==> config.mk <==
export PLATFORM = sky130hd
export DESIGN_NAME = ni_csr_top
export DESIGN_NICKNAME = d
export VERILOG_FILES = /design/src/logic/axil_pkg.sv /design/src/logic/ni_csr_pkg.sv /design/src/logic/axil_rd_path.sv /design/src/logic/axil_wr_path.sv /design/src/logic/ni_csr_regs.sv /design/src/logic/ni_csr_top.sv
export VERILOG_INCLUDE_DIRS = /design/src /design/src/logic
export SDC_FILE = /design/constraint.sdc
export NUM_CORES = 1
export LEC_CHECK = 0
export ABC_AREA = 0
export BUFFER_PORTS_ARGS = -buffer_cell sky130_fd_sc_hd__buf_2
export CORE_MARGIN = 8
export CORE_UTILIZATION = 59
export CTS_CLUSTER_DIAMETER = 50
export DETAILED_ROUTE_END_ITERATION = 10
export HOLD_SLACK_MARGIN = 0.15
export PLACE_DENSITY = 0.86
export RECOVER_POWER = 25
export SLEW_MARGIN = 5
export SYNTH_ARGS = -nofsm -noshare
export SYNTH_HDL_FRONTEND = slang
export SYNTH_HIERARCHICAL = 1
export SYNTH_SLANG_ARGS = --single-unit
==> constraint.sdc <==
create_clock -name clk_axi -period 7.26 [get_ports clk_axi]
set_input_delay 0.363 -clock clk_axi [delete_from_list [all_inputs] [get_ports clk_axi]]
set_output_delay 0.363 -clock clk_axi [all_outputs]
set_load 0.05 [all_outputs]
==> src/logic/ni_csr_cfg.svh <==
// build-time constants of the network interface CSR block.
// included by both packages, the RTL and the testbench.
`ifndef NI_CSR_CFG_SVH
`define NI_CSR_CFG_SVH

// ********************************************************************
// noc side
// ********************************************************************
// virtual channels per input port.
`define NOC_NUM_VC    3
// receive buffer occupancy count.
`define NOC_OCUP_W    16
// packet size at buffer head.
`define NOC_PKT_W     8
// router x / y coordinate.
`define NOC_ID_W      4

// ********************************************************************
// host side
// ********************************************************************
`define AXIL_ADDR_W   16
`define AXIL_DATA_W   32
// register window, sized to the address width.
`define CSR_BASE_ADDR 16'h1000
`define CSR_WIN_BYTES 16'h0040
// "NI" tag in the upper half, release 1.2 below.
`define NOC_VERSION   32'h4e49_0102

`endif

==> src/logic/axil_pkg.sv <==
// AXI4-Lite channel payloads and response codes.
// shared by the host-facing paths and the top level.
`default_nettype none

`include "ni_csr_cfg.svh"

package axil_pkg;

  // bresp / rresp encodings, only the two we return.
  typedef enum logic [1:0] {
    OKAY   = 2'b00,
    SLVERR = 2'b10
  } axil_resp_e;

  // write address channel.
  typedef struct packed {
    logic [`AXIL_ADDR_W-1:0] addr;
  } axil_aw_t;

  // write data channel.
  // strb is carried but writes are always full word.
  typedef struct packed {
    logic [`AXIL_DATA_W-1:0]   data;
    logic [`AXIL_DATA_W/8-1:0] strb;
  } axil_w_t;

  // write response channel.
  typedef struct packed {
    axil_resp_e resp;
  } axil_b_t;

  // read address channel.
  typedef struct packed {
    logic [`AXIL_ADDR_W-1:0] addr;
  } axil_ar_t;

  // read data channel.
  typedef struct packed {
    logic [`AXIL_DATA_W-1:0] data;
    axil_resp_e              resp;
  } axil_r_t;

endpackage

`default_nettype wire

==> src/logic/ni_csr_pkg.sv <==
// register map, internal CSR request/response and NoC status types.
// used by the two AXI paths, the register block and the top level.
`default_nettype none

`include "ni_csr_cfg.svh"

package ni_csr_pkg;

  // one access from a path to the register block.
  typedef struct packed {
    logic                    valid;
    logic                    wr;     // 1 = write.
    logic [`AXIL_ADDR_W-1:0] addr;
    logic [`AXIL_DATA_W-1:0] wdata;
  } csr_req_t;

  // registered answer, one cycle after grant.
  typedef struct packed {
    logic [`AXIL_DATA_W-1:0] rdata;
    logic                    err;
  } csr_resp_t;

  // byte offsets from the window base.
  // pkt size of vc i lives at CSR_PKT_SIZE_VC0 + 4*i.
  typedef enum logic [`AXIL_ADDR_W-1:0] {
    CSR_VERSION      = 'h00,
    CSR_ROUTER_X     = 'h04,
    CSR_ROUTER_Y     = 'h08,
    CSR_IRQ_STATUS   = 'h0C,
    CSR_IRQ_SRC      = 'h10,
    CSR_IRQ_MASK     = 'h14,
    CSR_PKT_SIZE_VC0 = 'h18
  } csr_off_e;

  // what drives the per-vc interrupt bit.
  typedef enum logic [1:0] {
    IRQ_NOT_EMPTY    = 2'd0,
    IRQ_EMPTY_MASKED = 2'd1,
    IRQ_FULL_MASKED  = 2'd2,
    IRQ_OCUP_THRESH  = 2'd3
  } irq_src_e;

  // receive buffer state, one entry per vc.
  typedef struct packed {
    logic [`NOC_NUM_VC-1:0]                  empty;
    logic [`NOC_NUM_VC-1:0]                  full;
    logic [`NOC_NUM_VC-1:0][`NOC_OCUP_W-1:0] ocup;
    logic [`NOC_NUM_VC-1:0][`NOC_PKT_W-1:0]  pkt_size;
  } vc_status_t;

  typedef struct packed {
    logic [`NOC_NUM_VC-1:0] irq_vcs;
    logic                   irq_trig;
  } ni_irq_t;

endpackage

`default_nettype wire

==> src/logic/axil_rd_path.sv <==
// AXI4-Lite read side: takes AR, issues one CSR read, holds R until taken.
// arready stays low while a read is outstanding.
`timescale 1ns/1ps
`default_nettype none

`include "ni_csr_cfg.svh"

module axil_rd_path
  import axil_pkg::*;
  import ni_csr_pkg::*;
(
  input  wire       clk_axi,
  input  wire       arst_axi,
  // ar channel.
  input  wire       ar_valid_i,
  input  axil_ar_t  ar_i,
  output logic      ar_ready_o,
  // r channel.
  output logic      r_valid_o,
  output axil_r_t   r_o,
  input  wire       r_ready_i,
  // towards the register block.
  output csr_req_t  csr_req_o,
  input  wire       grant_i,
  input  wire       resp_valid_i,
  input  csr_resp_t resp_i
);

  typedef enum logic [1:0] {RD_IDLE, RD_REQ, RD_RESP} rd_state_e;

  rd_state_e               state_q, state_d;
  logic                    ar_hs;
  logic [`AXIL_ADDR_W-1:0] addr_q;
  csr_resp_t               resp_q;
  csr_resp_t               resp_cur;

  assign ar_ready_o = (state_q == RD_IDLE);
  assign ar_hs      = ar_valid_i && ar_ready_o;

  always_comb begin
    state_d = state_q;
    case (state_q)
      RD_IDLE: if (ar_hs) state_d = RD_REQ;
      RD_REQ:  if (grant_i) state_d = RD_RESP;
      RD_RESP: if (r_ready_i) state_d = RD_IDLE;
      default: state_d = RD_IDLE;
    endcase
  end

  always_ff @(posedge clk_axi or posedge arst_axi) begin
    if (arst_axi) state_q <= RD_IDLE;
    else state_q <= state_d;
  end

  // address and returned word, no reset.
  always_ff @(posedge clk_axi) begin
    if (ar_hs) addr_q <= ar_i.addr;
    if (resp_valid_i) resp_q <= resp_i;
  end

  always_comb begin
    csr_req_o.valid = (state_q == RD_REQ);
    csr_req_o.wr    = 1'b0;
    csr_req_o.addr  = addr_q;
    csr_req_o.wdata = '0;
  end

  // live answer in the first cycle, held copy under back-pressure.
  assign resp_cur  = resp_valid_i ? resp_i : resp_q;
  assign r_valid_o = (state_q == RD_RESP);
  // erroring reads always return zero data.
  assign r_o.data  = resp_cur.err ? '0 : resp_cur.rdata;
  assign r_o.resp  = resp_cur.err ? SLVERR : OKAY;

endmodule

`default_nettype wire

==> src/logic/axil_wr_path.sv <==
// AXI4-Lite write side: collects AW and W, issues one CSR write, answers on B.
// one write in flight at a time.
`timescale 1ns/1ps
`default_nettype none

`include "ni_csr_cfg.svh"

module axil_wr_path
  import axil_pkg::*;
  import ni_csr_pkg::*;
(
  input  wire       clk_axi,
  input  wire       arst_axi,
  // aw channel.
  input  wire       aw_valid_i,
  input  axil_aw_t  aw_i,
  output logic      aw_ready_o,
  // w channel.
  input  wire       w_valid_i,
  input  axil_w_t   w_i,
  output logic      w_ready_o,
  // b channel.
  output logic      b_valid_o,
  output axil_b_t   b_o,
  input  wire       b_ready_i,
  // towards the register block.
  output csr_req_t  csr_req_o,
  input  wire       grant_i,
  input  wire       resp_valid_i,
  input  csr_resp_t resp_i
);

  typedef enum logic [1:0] {WR_IDLE, WR_REQ, WR_RESP} wr_state_e;

  wr_state_e               state_q, state_d;
  logic                    aw_got_q, w_got_q;
  logic                    aw_hs, w_hs;
  logic [`AXIL_ADDR_W-1:0] addr_q;
  logic [`AXIL_DATA_W-1:0] data_q;
  logic                    err_q;
  logic                    err_cur;

  // each channel is open until its beat is taken.
  assign aw_ready_o = (state_q == WR_IDLE) && !aw_got_q;
  assign w_ready_o  = (state_q == WR_IDLE) && !w_got_q;
  assign aw_hs      = aw_valid_i && aw_ready_o;
  assign w_hs       = w_valid_i && w_ready_o;

  always_comb begin
    state_d = state_q;
    case (state_q)
      WR_IDLE: if ((aw_got_q || aw_hs) && (w_got_q || w_hs)) state_d = WR_REQ;
      WR_REQ:  if (grant_i) state_d = WR_RESP;
      WR_RESP: if (b_ready_i) state_d = WR_IDLE;
      default: state_d = WR_IDLE;
    endcase
  end

  always_ff @(posedge clk_axi or posedge arst_axi) begin
    if (arst_axi) begin
      state_q  <= WR_IDLE;
      aw_got_q <= 1'b0;
      w_got_q  <= 1'b0;
    end else begin
      state_q <= state_d;
      // flags drop once the request goes out.
      if (state_d == WR_REQ) begin
        aw_got_q <= 1'b0;
        w_got_q  <= 1'b0;
      end else begin
        aw_got_q <= aw_got_q | aw_hs;
        w_got_q  <= w_got_q | w_hs;
      end
    end
  end

  // payload capture.
  always_ff @(posedge clk_axi) begin
    if (aw_hs) addr_q <= aw_i.addr;
    if (w_hs) data_q <= w_i.data;
    if (resp_valid_i) err_q <= resp_i.err;
  end

  always_comb begin
    csr_req_o.valid = (state_q == WR_REQ);
    csr_req_o.wr    = 1'b1;
    csr_req_o.addr  = addr_q;
    csr_req_o.wdata = data_q;
  end

  // first response cycle uses the live answer, later ones the held copy.
  assign err_cur   = resp_valid_i ? resp_i.err : err_q;
  assign b_valid_o = (state_q == WR_RESP);
  assign b_o.resp  = err_cur ? SLVERR : OKAY;

endmodule

`default_nettype wire

==> src/logic/ni_csr_regs.sv <==
// NI register file: read-over-write arbitration, decode and interrupt logic.
// answers one request per cycle, response registered for the next cycle.
`timescale 1ns/1ps
`default_nettype none

`include "ni_csr_cfg.svh"

module ni_csr_regs
  import ni_csr_pkg::*;
#(
  parameter logic [`NOC_ID_W-1:0] ROUTER_X_ID = '0,
  parameter logic [`NOC_ID_W-1:0] ROUTER_Y_ID = '0
) (
  input  wire        clk_axi,
  input  wire        arst_axi,
  input  csr_req_t   rd_req_i,
  input  csr_req_t   wr_req_i,
  output logic       rd_grant_o,
  output logic       wr_grant_o,
  output logic       rd_resp_valid_o,
  output logic       wr_resp_valid_o,
  output csr_resp_t  resp_o,
  input  vc_status_t vc_status_i,
  output ni_irq_t    irq_o
);

  csr_req_t                sel_req;
  logic [`AXIL_ADDR_W-1:0] off;
  logic                    bad_addr;
  logic [`AXIL_DATA_W-1:0] rd_data;
  logic                    err;
  irq_src_e                src_q, src_d;
  logic [`AXIL_DATA_W-1:0] mask_q, mask_d;
  csr_resp_t               resp_q;

  // ********************************************************************
  // arbitration
  // ********************************************************************
  // read wins, a read never asks two cycles in a row.
  assign rd_grant_o = rd_req_i.valid;
  assign wr_grant_o = wr_req_i.valid && !rd_req_i.valid;
  assign sel_req    = rd_req_i.valid ? rd_req_i : wr_req_i;

  // offset inside the window.
  assign off      = sel_req.addr - `CSR_BASE_ADDR;
  assign bad_addr = (sel_req.addr < `CSR_BASE_ADDR) || (off >= `CSR_WIN_BYTES) ||
                    (off[1:0] != 2'b00);

  // ********************************************************************
  // decode
  // ********************************************************************
  always_comb begin
    rd_data = '0;
    err     = 1'b0;
    src_d   = src_q;
    mask_d  = mask_q;
    if (sel_req.valid) begin
      if (bad_addr) begin
        err = 1'b1;
      end else if (sel_req.wr) begin
        // only source and mask are writable.
        case (off)
          CSR_IRQ_SRC:  src_d = irq_src_e'(sel_req.wdata[1:0]);
          CSR_IRQ_MASK: mask_d = sel_req.wdata;
          default:      err = 1'b1;
        endcase
      end else begin
        case (off)
          CSR_VERSION:    rd_data = `NOC_VERSION;
          CSR_ROUTER_X:   rd_data = `AXIL_DATA_W'(ROUTER_X_ID);
          CSR_ROUTER_Y:   rd_data = `AXIL_DATA_W'(ROUTER_Y_ID);
          CSR_IRQ_STATUS: rd_data = `AXIL_DATA_W'(irq_o.irq_vcs);
          CSR_IRQ_SRC:    rd_data = `AXIL_DATA_W'(src_q);
          CSR_IRQ_MASK:   rd_data = mask_q;
          default: begin
            // per-vc packet size words, else unmapped.
            err = 1'b1;
            for (int i = 0; i < `NOC_NUM_VC; i++) begin
              if (off == `AXIL_ADDR_W'(CSR_PKT_SIZE_VC0 + 4 * i)) begin
                rd_data = `AXIL_DATA_W'(vc_status_i.pkt_size[i]);
                err     = 1'b0;
              end
            end
          end
        endcase
      end
    end
  end

  // control state.
  always_ff @(posedge clk_axi or posedge arst_axi) begin
    if (arst_axi) begin
      rd_resp_valid_o <= 1'b0;
      wr_resp_valid_o <= 1'b0;
      src_q           <= IRQ_NOT_EMPTY;
      mask_q          <= '1;
    end else begin
      rd_resp_valid_o <= rd_grant_o;
      wr_resp_valid_o <= wr_grant_o;
      src_q           <= src_d;
      mask_q          <= mask_d;
    end
  end

  // response word, only loaded on a grant.
  always_ff @(posedge clk_axi) begin
    if (sel_req.valid) begin
      resp_q.rdata <= rd_data;
      resp_q.err   <= err;
    end
  end

  assign resp_o = resp_q;

  // ********************************************************************
  // interrupts
  // ********************************************************************
  always_comb begin
    irq_o = '0;
    for (int i = 0; i < `NOC_NUM_VC; i++) begin
      case (src_q)
        IRQ_NOT_EMPTY:    irq_o.irq_vcs[i] = !vc_status_i.empty[i];
        IRQ_EMPTY_MASKED: irq_o.irq_vcs[i] = !vc_status_i.empty[i] && mask_q[i];
        IRQ_FULL_MASKED:  irq_o.irq_vcs[i] = vc_status_i.full[i] && mask_q[i];
        // mask acts as occupancy threshold here.
        IRQ_OCUP_THRESH:  irq_o.irq_vcs[i] =
                            (vc_status_i.ocup[i] >= mask_q[`NOC_OCUP_W-1:0]);
        default:          irq_o.irq_vcs[i] = !vc_status_i.empty[i];
      endcase
    end
    irq_o.irq_trig = |irq_o.irq_vcs;
  end

endmodule

`default_nettype wire

==> src/logic/ni_csr_top.sv <==
// NI control/status top: AXI4-Lite slave in front of the register file.
// write and read paths share the register block.
`timescale 1ns/1ps
`default_nettype none

`include "ni_csr_cfg.svh"

module ni_csr_top
  import axil_pkg::*;
  import ni_csr_pkg::*;
#(
  parameter logic [`NOC_ID_W-1:0] ROUTER_X_ID = '0,
  parameter logic [`NOC_ID_W-1:0] ROUTER_Y_ID = '0
) (
  input  wire        clk_axi,
  input  wire        arst_axi,
  input  wire        aw_valid_i,
  input  axil_aw_t   aw_i,
  output logic       aw_ready_o,
  input  wire        w_valid_i,
  input  axil_w_t    w_i,
  output logic       w_ready_o,
  output logic       b_valid_o,
  output axil_b_t    b_o,
  input  wire        b_ready_i,
  input  wire        ar_valid_i,
  input  axil_ar_t   ar_i,
  output logic       ar_ready_o,
  output logic       r_valid_o,
  output axil_r_t    r_o,
  input  wire        r_ready_i,
  input  vc_status_t vc_status_i,
  output ni_irq_t    irq_o
);

  csr_req_t  wr_req, rd_req;
  logic      wr_grant, rd_grant;
  logic      wr_resp_valid, rd_resp_valid;
  csr_resp_t csr_resp;

  axil_wr_path i_axil_wr_path (
    .clk_axi      (clk_axi),
    .arst_axi     (arst_axi),
    .aw_valid_i   (aw_valid_i),
    .aw_i         (aw_i),
    .aw_ready_o   (aw_ready_o),
    .w_valid_i    (w_valid_i),
    .w_i          (w_i),
    .w_ready_o    (w_ready_o),
    .b_valid_o    (b_valid_o),
    .b_o          (b_o),
    .b_ready_i    (b_ready_i),
    .csr_req_o    (wr_req),
    .grant_i      (wr_grant),
    .resp_valid_i (wr_resp_valid),
    .resp_i       (csr_resp)
  );

  axil_rd_path i_axil_rd_path (
    .clk_axi      (clk_axi),
    .arst_axi     (arst_axi),
    .ar_valid_i   (ar_valid_i),
    .ar_i         (ar_i),
    .ar_ready_o   (ar_ready_o),
    .r_valid_o    (r_valid_o),
    .r_o          (r_o),
    .r_ready_i    (r_ready_i),
    .csr_req_o    (rd_req),
    .grant_i      (rd_grant),
    .resp_valid_i (rd_resp_valid),
    .resp_i       (csr_resp)
  );

  // one shared response bus, steered by the per-path valids.
  ni_csr_regs #(
    .ROUTER_X_ID (ROUTER_X_ID),
    .ROUTER_Y_ID (ROUTER_Y_ID)
  ) i_ni_csr_regs (
    .clk_axi         (clk_axi),
    .arst_axi        (arst_axi),
    .rd_req_i        (rd_req),
    .wr_req_i        (wr_req),
    .rd_grant_o      (rd_grant),
    .wr_grant_o      (wr_grant),
    .rd_resp_valid_o (rd_resp_valid),
    .wr_resp_valid_o (wr_resp_valid),
    .resp_o          (csr_resp),
    .vc_status_i     (vc_status_i),
    .irq_o           (irq_o)
  );

endmodule

`default_nettype wire

==> results.json <==
{
  "synth_edf_count": 97,
  "status": "complete, but fails checks",
  "violations": "capacitance limit, slew limit",
  "regToRegSetupSlack_ns": 3.13,
  "overflow": 0,
  "final-max-slew-violation-count": 37,
  "worstSetupStartpoint": "i_ni_csr_regs/mask_q[0]$_DFFE_PP1P_",
  "whs_path_depth": 3,
  "cts_tree": "done",
  "fin_crit_sh": 0.579,
  "gp_congestion": 0.907,
  "antenna_found_initial": 6,
  "async_reset_ff_frac": 0.243,
  "seqPwrFrac": 0.449,
  "dieArea_um2": 19100,
  "hold_class": "primary input to flip-flop",
  "coreArea_um2": 14500,
  "clk_pin_slew_worst_paths_ns": 0.06,
  "critical_path_required_ns": 6.90,
  "syn2layout_area_growth_pct": 24.8,
  "drt_iter0_drc": 468,
  "synth_top_family_by_area": "simple AND/OR/NAND/NOR gates",
  "vias_per_cell": 5.41,
  "layout_min_cycle_time_ns": 4.20,
  "track_usage": 0.236,
  "pwr-share-clk": 0.294,
  "clk-insertion-delay-late_ns": 0.43,
  "initial_core_util": 0.605,
  "max_freq_ghz": 0.238,
  "seq_area_frac_synth": 0.533,
  "ys.flop_type": "edfxtp_1",
  "cpPeakStageDelay_ns": 0.75,
  "cpMaxStageDelayCell": "a2111oi_0",
  "cts_made_buffers": 17,
  "worstHoldStart": "r_ready_i",
  "setup_viol": 0,
  "syn-instance-count": 784,
  "synth_fa_ha_area_frac": 0.0726,
  "routed_wirelength_mm": 23.1,
  "num_rows": 44,
  "ys_ff_latch": 173,
  "drc": 0,
  "cp-start-kind": "flip-flop",
  "end_kind": "output pin",
  "fin_setup_tns_ns": 0,
  "layout.nets": 1232,
  "ys_types": 64,
  "skew_ns": 0.0127,
  "leakage_nw": 4.73,
  "r2r_cells": 6,
  "ys_warn_count": 6,
  "worst_slew_pin_slew_ns": 1.93,
  "internal_power_mw": 2.33,
  "die_w_um": 138,
  "maxCapViolations": 1,
  "place_ws_ns": 3.16,
  "hold_violations": 0,
  "r2r-start": "i_axil_rd_path/state_q[0]$_DFFE_PP0P_",
  "dr.pass1.iters": 6,
  "io_buffers": 191,
  "timing_worst_setup_path_type": "flip-flop to output pin",
  "slew_headroom": -0.289,
  "crit_chain": "ha_1, nand2b_1, a2111oi_0, or4_1, a311oi_1, o21ai_0, or3b_2, buf_2",
  "cts_setup_buffers": 0,
  "synth-xor-area-share": 0,
  "post_cts_resized": 0,
  "crit_arrival_ns": 3.84,
  "vdd_drop_max_v": 0.000332,
  "layout_commonest_cell": "buf_2",
  "grt_first_pass_wirelength_mm": 35.8,
  "vias": 6654,
  "path_max_fanout": 6,
  "rsz0062_at_grt": "false",
  "p_sw_frac": 0.310,
  "final_cell_mix": "180 x buf_2, 126 x nand2_1, 97 x edfxtp_1",
  "power_frac_comb": 0.257,
  "hold_path_end": "i_axil_rd_path/state_q[1]$_DFFE_PP0P_",
  "grt_max_degree": 64,
  "synth-compound-area-share": 0.102,
  "grt_pass1_vias": 6715,
  "cts-root-buf": "clkbuf_16",
  "setup_ws_ns": 3.06,
  "ctsHtreeMaxLevel": 4,
  "top_level_ports": 198,
  "synth.mux.area_fraction": 0.0642,
  "p_sw_mw": 1.05,
  "synth.avg_cell_area_um2": 11.2,
  "drive_gt1_frac": 0.282,
  "powerDensity_nw_per_um2": 308,
  "synth_area_um2": 8790,
  "cts.path.max_buffers": 2,
  "place_hpwl_mm": 15.4,
  "routedWlPerCell_um": 18.7,
  "die_y_um": 138,
  "antenna_left": 0,
  "cts_sinks": 173,
  "yosys.area_share.simple": 0.157,
  "rr_endpoint": "i_ni_csr_regs/mask_q[0]$_DFFE_PP1P_"
}
==> kinds of logic after synthesis <==
family / count (synthesis)
simple gates: 264
flops: 173
other cells: 3
fa+ha+maj: 51
mux: 52
buf+inv: 101
compound gates: 140
==> cell type report <==
cell class / instances / area, µm²
antenna: 5 / 12.5
tap: 184 / 230
fill: 964 / 3570
sequential: 173 / 4690
timing repair buffer: 264 / 1650
inverter: 29 / 109
clock buffer: 18 / 429
multi-input combinational: 543 / 3630
clock inverter: 14 / 213
==> flip-flops by register name, summed over array words and instances, names as in the netlist <==
register and count:
i_axil_wr_path/w_got_q 1, i_axil_wr_path/err_q 1, i_axil_rd_path/addr_q 16, i_ni_csr_regs/src_q 2, i_axil_rd_path/state_q 2, i_ni_csr_regs/resp_o 33, i_axil_wr_path/state_q 2, i_axil_wr_path/aw_got_q 1
i_axil_rd_path/resp_q 33, i_ni_csr_regs/wr_resp_valid_o 1, i_ni_csr_regs/mask_q 32, i_axil_wr_path/addr_q 16, i_axil_wr_path/data_q 32, i_ni_csr_regs/rd_resp_valid_o 1
==> cell usage after synthesis, types with 3 or more instances <==
cell type,number,area (µm²)
a21oi_1,30,150
mux2_2,11,124
nor4_1,4,25.0
a2111oi_0,4,35.0
o31ai_1,4,30.0
conb_1,3,11.3
inv_1,28,105
and2_1,22,138
buf_2,6,30.0
clkbuf_1,12,45.0
o21ai_0,40,200
a22o_1,5,43.8
nor2b_1,6,37.5
nand4_1,7,43.8
edfxtp_1,97,2910
dfstp_2,32,841
nor3_1,8,40.0
nand3_1,9,45.0
o22ai_1,25,156
or3_1,4,25.0
mux2i_1,35,350
nor2_1,28,105
buf_4,45,338
mux2_4,6,90.1
nand2b_1,19,119
ha_1,51,638
a211o_1,3,26.3
a222oi_1,5,50.1
a21o_1,5,37.5
dfrtp_1,10,250
dfxtp_1,34,681
nand2b_4,12,165
buf_6,7,78.8
nand2_1,126,473
==> worst max path at each step <==
stage,end,cells past startpoint
after detailed placement,i_ni_csr_regs/mask_q[0]$_DFFE_PP1P_,6
after CTS,irq_o[0],8
after global placement,i_ni_csr_regs/mask_q[0]$_DFFE_PP1P_,6
after global routing,i_ni_csr_regs/mask_q[20]$_DFFE_PP1P_,7
after floorplan,irq_o[0],9
final,irq_o[0],8
==> per-layer routing <==
metal	vias to the layer above	part of all wire	global-route usage
li1	3242	-	-
met1	3103	0.39	0.267
met2	264	0.51	0.411
met3	43	0.067	0.0671
met4	2	0.030	0.0984
met5	-	0.00035	0
==> worst max-delay path: cells and delay by family (launching register included) <==
family / cells / cell delay [ns]
AOI/OAI and AO/OA: 3 / 1.46
adders and majority gates: 1 / 0.25
buffers and inverters: 1 / 0.23
DFF: 1 / 0.60
and+or+nand+nor: 3 / 0.89
==> repair_timing <==
action	in CTS	in global routing
hold buffers	66	0
endpoints found under the hold margin	75	0
setup endpoints to repair	0	0
==> power groups by stage <==
stage               logic (mW)  clock network, mW  registers, mW
floorplan                0.726                  0           1.45
global placement         0.804                  0           1.51
detailed placement       0.822                  0           1.53
CTS                      0.861              0.990           1.51
global route             0.948               1.04           1.55
finish                   0.867              0.991           1.52
==> metrics by stage <==
stage                     hold slack (ns)   util  cell area (µm²)  std cells  power, mW
after global placement              0.252  0.665             9670       1127       2.32
final                               0.195  0.754            11000       1230       3.37
after CTS                           0.181  0.755            11000       1225       3.36
after global routing                0.207  0.754            11000       1230       3.53
after floorplan                     0.104      -             8910        817       2.17
after detailed placement            0.250  0.665             9670       1127       2.35
No activity file was read; power rests on OpenSTA's default activity.
